[config.mk]
export PLATFORM = sky130hd
export DESIGN_NAME = uart_top
export DESIGN_NICKNAME = d
export VERILOG_FILES = /design/src/uart_pkg.sv /design/src/uart_top.sv /design/src/uart_tx.sv /design/src/uart_rx.sv /design/src/uart_baud_tick.sv
export SDC_FILE = /design/constraint.sdc
export NUM_CORES = 1
export LEC_CHECK = 0
export ABC_AREA = 1
export BUFFER_PORTS_ARGS = -buffer_cell sky130_fd_sc_hd__buf_2
export CAP_MARGIN = 20
export CORE_MARGIN = 2
export CORE_UTILIZATION = 41
export DETAILED_ROUTE_END_ITERATION = 8
export PLACE_DENSITY = 0.57
export SYNTH_ARGS = -nofsm -noshare
export SYNTH_HDL_FRONTEND = slang
export SYNTH_SLANG_ARGS = --single-unit
[constraint.sdc]
create_clock -name clk -period 2 [get_ports clk]
set_input_delay 0.1 -clock clk [delete_from_list [all_inputs] [get_ports clk]]
set_output_delay 0.1 -clock clk [all_outputs]
set_load 0.05 [all_outputs]
[src/uart_pkg.sv]
package uart_pkg;

	// Number of clk cycles in one oversampling tick.
	// With 16 ticks per bit this gives 64 cycles per bit and 640 per 8N1 frame
	localparam int clocks_per_tick = 4;

	// Oversampling ticks per serial bit.
	// The receiver samples at the middle of each bit, half of this count in
	localparam int ticks_per_bit = 16;

	// One character on the line, sent and received LSB first
	typedef logic [7:0] uart_char_t;

	// Counts ticks inside one bit period
	typedef logic [3:0] tick_count_t;

	// Selects one of the eight data bits of a frame
	typedef logic [2:0] bit_index_t;

	// Receiver FSM states.
	// Start bit is qualified at its middle before data sampling begins
	typedef enum logic [1:0]
	{
		rx_idle,
		rx_start_bit,
		rx_data_bits,
		rx_stop_bit
	} rx_state_t;

	// Transmitter FSM states.
	// The start bit state also covers the wait for the first tick after acceptance
	typedef enum logic [1:0]
	{
		tx_idle,
		tx_start_bit,
		tx_data_bits,
		tx_stop_bit
	} tx_state_t;

endpackage
[src/uart_top.sv]
`timescale 1ns/1ns

module uart_top
(
	input  logic                clk,
	input  logic                reset,
	input  logic                rx,
	output uart_pkg::uart_char_t rx_char,
	output logic                rx_char_valid,
	output logic                rx_frame_error,
	input  uart_pkg::uart_char_t tx_char,
	input  logic                tx_start,
	output logic                tx,
	output logic                tx_busy
);

	// One oversampling tick paces both directions
	logic tick;

	uart_baud_tick baud_tick
	(
		.clk(clk),
		.reset(reset),
		.tick(tick)
	);

	// Receive path from the rx pin to the character strobes
	uart_rx receiver
	(
		.clk(clk),
		.reset(reset),
		.tick(tick),
		.rx(rx),
		.rx_char(rx_char),
		.rx_char_valid(rx_char_valid),
		.rx_frame_error(rx_frame_error)
	);

	// Transmit path from the start strobe to the tx pin
	uart_tx transmitter
	(
		.clk(clk),
		.reset(reset),
		.tick(tick),
		.tx_char(tx_char),
		.tx_start(tx_start),
		.tx(tx),
		.tx_busy(tx_busy)
	);

endmodule

[src/uart_tx.sv]
`timescale 1ns/1ns

module uart_tx
(
	input  logic                clk,
	input  logic                reset,
	input  logic                tick,
	input  uart_pkg::uart_char_t tx_char,
	input  logic                tx_start,
	output logic                tx,
	output logic                tx_busy
);

	localparam uart_pkg::tick_count_t bit_last = uart_pkg::tick_count_t'(uart_pkg::ticks_per_bit - 1);
	localparam uart_pkg::bit_index_t last_data_bit =
		uart_pkg::bit_index_t'($bits(uart_pkg::uart_char_t) - 1);

	uart_pkg::tx_state_t state_ff;
	uart_pkg::tx_state_t state_nxt;
	uart_pkg::tick_count_t tick_count_ff;
	uart_pkg::tick_count_t tick_count_nxt;
	uart_pkg::bit_index_t bit_index_ff;
	uart_pkg::bit_index_t bit_index_nxt;
	uart_pkg::uart_char_t shift_reg;
	logic tx_nxt;
	logic load;
	logic do_shift;

	always_comb
	begin
		state_nxt = state_ff;
		tick_count_nxt = tick_count_ff;
		bit_index_nxt = bit_index_ff;
		tx_nxt = tx;
		load = 1'b0;
		do_shift = 1'b0;

		case (state_ff)
			uart_pkg::tx_idle:
			begin
				tx_nxt = 1'b1;
				if (tx_start)
				begin
					load = 1'b1;
					state_nxt = uart_pkg::tx_start_bit;
					tick_count_nxt = '0;
				end
			end

			uart_pkg::tx_start_bit:
			begin
				if (tick)
				begin
					// Line still high means the frame has not begun, so this tick
					// drops the line and the start bit is counted from here
					if (tx)
						tx_nxt = 1'b0;
					else if (tick_count_ff == bit_last)
					begin
						state_nxt = uart_pkg::tx_data_bits;
						tick_count_nxt = '0;
						bit_index_nxt = '0;
						tx_nxt = shift_reg[0];
					end
					else
						tick_count_nxt = tick_count_ff + 1'b1;
				end
			end

			uart_pkg::tx_data_bits:
			begin
				if (tick)
				begin
					if (tick_count_ff == bit_last)
					begin
						tick_count_nxt = '0;
						if (bit_index_ff == last_data_bit)
						begin
							state_nxt = uart_pkg::tx_stop_bit;
							tx_nxt = 1'b1;
						end
						else
						begin
							// Next bit sits one place up before the shift takes effect
							do_shift = 1'b1;
							bit_index_nxt = bit_index_ff + 1'b1;
							tx_nxt = shift_reg[1];
						end
					end
					else
						tick_count_nxt = tick_count_ff + 1'b1;
				end
			end

			uart_pkg::tx_stop_bit:
			begin
				// The stop bit runs its full 16 ticks before the next frame may start
				if (tick)
				begin
					if (tick_count_ff == bit_last)
						state_nxt = uart_pkg::tx_idle;
					else
						tick_count_nxt = tick_count_ff + 1'b1;
				end
			end

			default:
				state_nxt = uart_pkg::tx_idle;
		endcase
	end

	// tx comes straight from a flop so the line never glitches
	always_ff @(posedge clk or posedge reset)
	begin
		if (reset)
		begin
			state_ff <= uart_pkg::tx_idle;
			tick_count_ff <= '0;
			bit_index_ff <= '0;
			tx <= 1'b1;
		end
		else
		begin
			state_ff <= state_nxt;
			tick_count_ff <= tick_count_nxt;
			bit_index_ff <= bit_index_nxt;
			tx <= tx_nxt;
		end
	end

	always_ff @(posedge clk)
	begin
		if (load)
			shift_reg <= tx_char;
		else if (do_shift)
			shift_reg <= {1'b0, shift_reg[7:1]};
	end

	// Busy for the whole frame, including the wait for the first tick
	assign tx_busy = (state_ff != uart_pkg::tx_idle);

	// Outside a frame the line must rest at the idle level
	idle_line_high: assert property (@(posedge clk) disable iff (reset) !tx_busy |-> tx)
		else $error("tx low while transmitter idle");

endmodule

[src/uart_rx.sv]
`timescale 1ns/1ns

module uart_rx
(
	input  logic                clk,
	input  logic                reset,
	input  logic                tick,
	input  logic                rx,
	output uart_pkg::uart_char_t rx_char,
	output logic                rx_char_valid,
	output logic                rx_frame_error
);

	// Tick count at the end of a full bit, and at the middle of the start bit
	localparam uart_pkg::tick_count_t bit_last = uart_pkg::tick_count_t'(uart_pkg::ticks_per_bit - 1);
	localparam uart_pkg::tick_count_t half_bit_last =
		uart_pkg::tick_count_t'(uart_pkg::ticks_per_bit / 2 - 1);
	localparam uart_pkg::bit_index_t last_data_bit =
		uart_pkg::bit_index_t'($bits(uart_pkg::uart_char_t) - 1);

	logic rx_sync0;
	logic rx_sync1;
	uart_pkg::rx_state_t state_ff;
	uart_pkg::rx_state_t state_nxt;
	uart_pkg::tick_count_t tick_count_ff;
	uart_pkg::tick_count_t tick_count_nxt;
	uart_pkg::bit_index_t bit_index_ff;
	uart_pkg::bit_index_t bit_index_nxt;
	uart_pkg::uart_char_t shift_reg;
	logic do_shift;
	logic char_done;
	logic stop_bad;

	// Two-flop synchronizer for the asynchronous line.
	// Reset to the idle level so no false start bit is seen coming out of reset
	always_ff @(posedge clk or posedge reset)
	begin
		if (reset)
		begin
			rx_sync0 <= 1'b1;
			rx_sync1 <= 1'b1;
		end
		else
		begin
			rx_sync0 <= rx;
			rx_sync1 <= rx_sync0;
		end
	end

	always_comb
	begin
		state_nxt = state_ff;
		tick_count_nxt = tick_count_ff;
		bit_index_nxt = bit_index_ff;
		do_shift = 1'b0;
		char_done = 1'b0;
		stop_bad = 1'b0;

		case (state_ff)
			uart_pkg::rx_idle:
			begin
				// A falling edge may be a start bit, count ticks from here
				if (!rx_sync1)
				begin
					state_nxt = uart_pkg::rx_start_bit;
					tick_count_nxt = '0;
				end
			end

			uart_pkg::rx_start_bit:
			begin
				if (tick)
				begin
					if (tick_count_ff == half_bit_last)
					begin
						// Line back high at mid start bit means it was only a glitch
						if (rx_sync1)
							state_nxt = uart_pkg::rx_idle;
						else
						begin
							state_nxt = uart_pkg::rx_data_bits;
							tick_count_nxt = '0;
							bit_index_nxt = '0;
						end
					end
					else
						tick_count_nxt = tick_count_ff + 1'b1;
				end
			end

			uart_pkg::rx_data_bits:
			begin
				if (tick)
				begin
					// Full bit period after the previous sample lands mid-bit
					if (tick_count_ff == bit_last)
					begin
						do_shift = 1'b1;
						tick_count_nxt = '0;
						if (bit_index_ff == last_data_bit)
							state_nxt = uart_pkg::rx_stop_bit;
						else
							bit_index_nxt = bit_index_ff + 1'b1;
					end
					else
						tick_count_nxt = tick_count_ff + 1'b1;
				end
			end

			uart_pkg::rx_stop_bit:
			begin
				if (tick)
				begin
					// Decide at mid stop bit and go idle at once so the next
					// start edge of a back-to-back frame is not missed
					if (tick_count_ff == bit_last)
					begin
						state_nxt = uart_pkg::rx_idle;
						if (rx_sync1)
							char_done = 1'b1;
						else
							stop_bad = 1'b1;
					end
					else
						tick_count_nxt = tick_count_ff + 1'b1;
				end
			end

			default:
				state_nxt = uart_pkg::rx_idle;
		endcase
	end

	always_ff @(posedge clk or posedge reset)
	begin
		if (reset)
		begin
			state_ff <= uart_pkg::rx_idle;
			tick_count_ff <= '0;
			bit_index_ff <= '0;
			rx_char <= '0;
			rx_char_valid <= 1'b0;
			rx_frame_error <= 1'b0;
		end
		else
		begin
			state_ff <= state_nxt;
			tick_count_ff <= tick_count_nxt;
			bit_index_ff <= bit_index_nxt;
			rx_char_valid <= char_done;
			rx_frame_error <= stop_bad;
			// The output keeps the last good character, a bad frame leaves it alone
			if (char_done)
				rx_char <= shift_reg;
		end
	end

	// Data arrives LSB first, so shift right and enter at the top
	always_ff @(posedge clk)
	begin
		if (do_shift)
			shift_reg <= {rx_sync1, shift_reg[7:1]};
	end

	// A frame ends in exactly one of the two outcomes
	valid_xor_error: assert property (@(posedge clk) disable iff (reset)
		!(rx_char_valid && rx_frame_error))
		else $error("rx_char_valid and rx_frame_error high together");

endmodule

[src/uart_baud_tick.sv]
`timescale 1ns/1ns

module uart_baud_tick
(
	input  logic clk,
	input  logic reset,
	output logic tick
);

	// Divider width comes from the package constant, with room for the reload value
	localparam int div_width = $clog2(uart_pkg::clocks_per_tick + 1);
	localparam logic [div_width-1:0] div_reload = div_width'(uart_pkg::clocks_per_tick - 1);

	logic [div_width-1:0] divider;

	// Down-counter that reloads when it reaches zero.
	// The tick is registered, so it is high for the cycle after the counter hits zero.
	// Starting from the reload value puts the first tick clocks_per_tick cycles
	// after reset is released
	always_ff @(posedge clk or posedge reset)
	begin
		if (reset)
		begin
			divider <= div_reload;
			tick <= 1'b0;
		end
		else if (divider == '0)
		begin
			divider <= div_reload;
			tick <= 1'b1;
		end
		else
		begin
			divider <= divider - 1'b1;
			tick <= 1'b0;
		end
	end

	// Both the receiver and transmitter count ticks as single events, so a tick
	// that stays high for two cycles would be counted twice
	tick_single_cycle: assert property (@(posedge clk) disable iff (reset) tick |=> !tick)
		else $error("tick held high for more than one cycle");

endmodule

==> metrics.cfg <==
[drt]
vias = 1808
antenna_left = 0
wl_mm = 4.305
via_per_inst = 4.733
drc = 0
post_drt_wl_per_cell_um = 11.27
first_pass_iters = 4
drt_iter0_drc = 98

[yosys]
synthArstFlopShare_pct = 68.63
ys_seq_area_share_pct = 53.28
synth_area_leader_cell = dfrtp_1
synth-main-ff-cell = dfrtp_1
synth_edf_count = 16
ys_warn_count = 0
yosys-top-cells-area = dfrtp_1 (29%), edfxtp_1 (19%), nand2_1 (14%), ha_1 (6.8%), dfstp_2 (5.1%)
syn_avg_cell_area_um2 = 9.368
syn_inst = 273
ys_seq_elements = 51
yosysUniqueCellTypes = 30
synth_most_common_cell = nand2_1
synth_common_cells = nand2_1 (95), dfrtp_1 (30), inv_1 (28)
synth_area_mm2 = 0.002557
yosysTopAreaCellShare_pct = 29.35
synth_nets = 299

[setup_path]
worstPathArrival_ns = 1.68
path_class = reg2reg
required_ns = 2.02
critPathSlowestCell = dfrtp_1
cp_num_buf_inv = 2
startpoint_type = flop
cp_max_fo = 8
cpPeakStageDelay_ns = 0.42
crit_chain = inv_1 -> ha_1 -> nand2_1 -> o31ai_1 -> buf_4
crit_path_end_kind = flop
cp_top_family = flip-flops

[sta]
hold-worst-slack_ns = 0.09145
hold_viol_final = 0
timing.fmax_ghz = 0.6041
fin_crit_sh_pct = 82.76
fin_tns_setup_ns = 0
period_minus_slack_ns = 1.655
finalSetupViolCount = 0
slew_headroom_pct = 74.75
skew_ns = 0.003933
drv_slew = 0
rsz0062_at_grt = false
tightest_slew_ns = 0.3788

[finish]
design_area_mm2 = 0.002902
final_core_utilization_pct = 48.43
drive_gt1_share_pct = 22.15
syn_to_final_growth_pct = 13.45
num-fill-cells = 560
nets = 332
insertedDiodeCount = 0

[floorplanning]
die_h_um = 82.98
start_util_pct = 42.69
core_mm2 = 0.005991
io_pins = 24
fp.dieW_um = 82.98
row_count = 28
die_area_mm2 = 0.006886

[pwr]
power_mw = 3.578
p_per_area_mw_per_mm2 = 1233
p_leak_nw = 1.453
worst_ir_drop_vdd_uv = 609.6

[grt]
grt_pass1_wl_mm = 7.783
grt_pass1_vias = 1781
grt_max_degree = 31
antenna_found_initial = 0
globalRouteOverflowTotal = 0
grt_usage_pct = 13.60

[run]
drv_cap = 0

[placement]
hpwl_mm = 3.138
port-buffer-count = 23
place.gp.congestion = 0.8008
place_area_mm2 = 0.002766

[outcome]
status = complete, no violations

[cts]
cts_setup_buffers = 0
cts_resized = 0
cts_max_path_buffers = 2
insertion_delay_ns = 0.30
numCtsBuffers = 5
cts.clk_slew.worst_paths_ns = 0.10
cts_tree = built
numClockSinks = 51
cts_root_buf = clkbuf_8
htreeDepth = 2

[min_path]
hold_path.class = in2reg

-- tightest hold or removal path: cells and delay by family --
kind	cells	cell delay [ns]
and+or+nand+nor	1	0.08
buffers and inverters	2	0.10
-- repair_timing --
action | in CTS | in global routing
endpoints found under the setup margin | 0 | 0
hold endpoints to repair | 6 | 0
hold buffers | 2 | 0
-- through the flow --
step	instances	setup WS [ns]
5_1_grt	382	0.1956
6_report	382	0.3447
4_1_cts	382	0.3279
2_1_floorplan	273	0.02824
3_5_place_dp	372	0.3504
3_3_place_gp	372	0.3916
-- metal layers --
layer	up-vias	global-route usage, %	part of all wire (%)
met3	2	3.082	3.3
li1	942	-	-
met5	-	0	0
met2	23	21.85	47
met4	0	4.024	0.77
met1	841	18.43	49
-- layout make-up --
class	instances	area, um2	area share, %
inverter	32	125.1	4.312
timing repair buffer	28	157.7	5.433
clock buffer	5	68.82	2.372
multi-input combinational	188	1047	36.09
clock inverter	3	46.29	1.596
tap	75	93.84	3.234
sequential	51	1363	46.96
-- final timing paths --
check | from | endpoint | slack (ns) | cells past startpoint
min in group asynchronous | reset | transmitter.tick_count_ff[2] | 0.23 | 3
worst min-delay path | tx_char[7] | transmitter.shift_reg[7] | 0.09 | 3
worst min register to register | receiver.rx_sync0 | receiver.rx_sync1 | 0.36 | 0
max in group asynchronous | reset | baud_tick.divider[0] | 1.08 | 4
worst max register to register | transmitter.state_ff[0] | transmitter.shift_reg[4] | 0.34 | 5
worst max-delay path | transmitter.state_ff[0] | transmitter.shift_reg[4] | 0.34 | 5
-- power breakdown --
part	internal (mW)	switching [mW]
sequential	1.30	0.179
clock	0.377	0.361
combinational	0.488	0.870
-- logic make-up after synthesis --
family / Yosys count / share of synthesized area, %
AO/OA/AOI/OAI: 22 / 5.088
AND/OR/NAND/NOR: 143 / 25.24
XOR/XNOR: 2 / 0.6851
multiplexers: 7 / 3.082
flip-flops: 51 / 53.28
buffers and inverters: 34 / 5.773
adder cells (fa/ha/maj): 14 / 6.849
-- cells in the final DEF (no fill, tap or decap), drive strengths merged --
cell and instances:
ha 14, clkinvlp 1, or2 2, o21ai 18
nand4 1, bufinv 1, nor4 1, nor3 2
clkinv 1, mux2 7, a21oi 2, dfstp 5
o211ai 1, nand3 21, xor2 2, nand2 98
dlygate4sd3 2, edfxtp 16, o31ai 1, clkbuf 5
nand3b 2, buf 26, inv 32, nor2 16
dfrtp 30
Note: power is estimated with default switching activity, not from simulation.
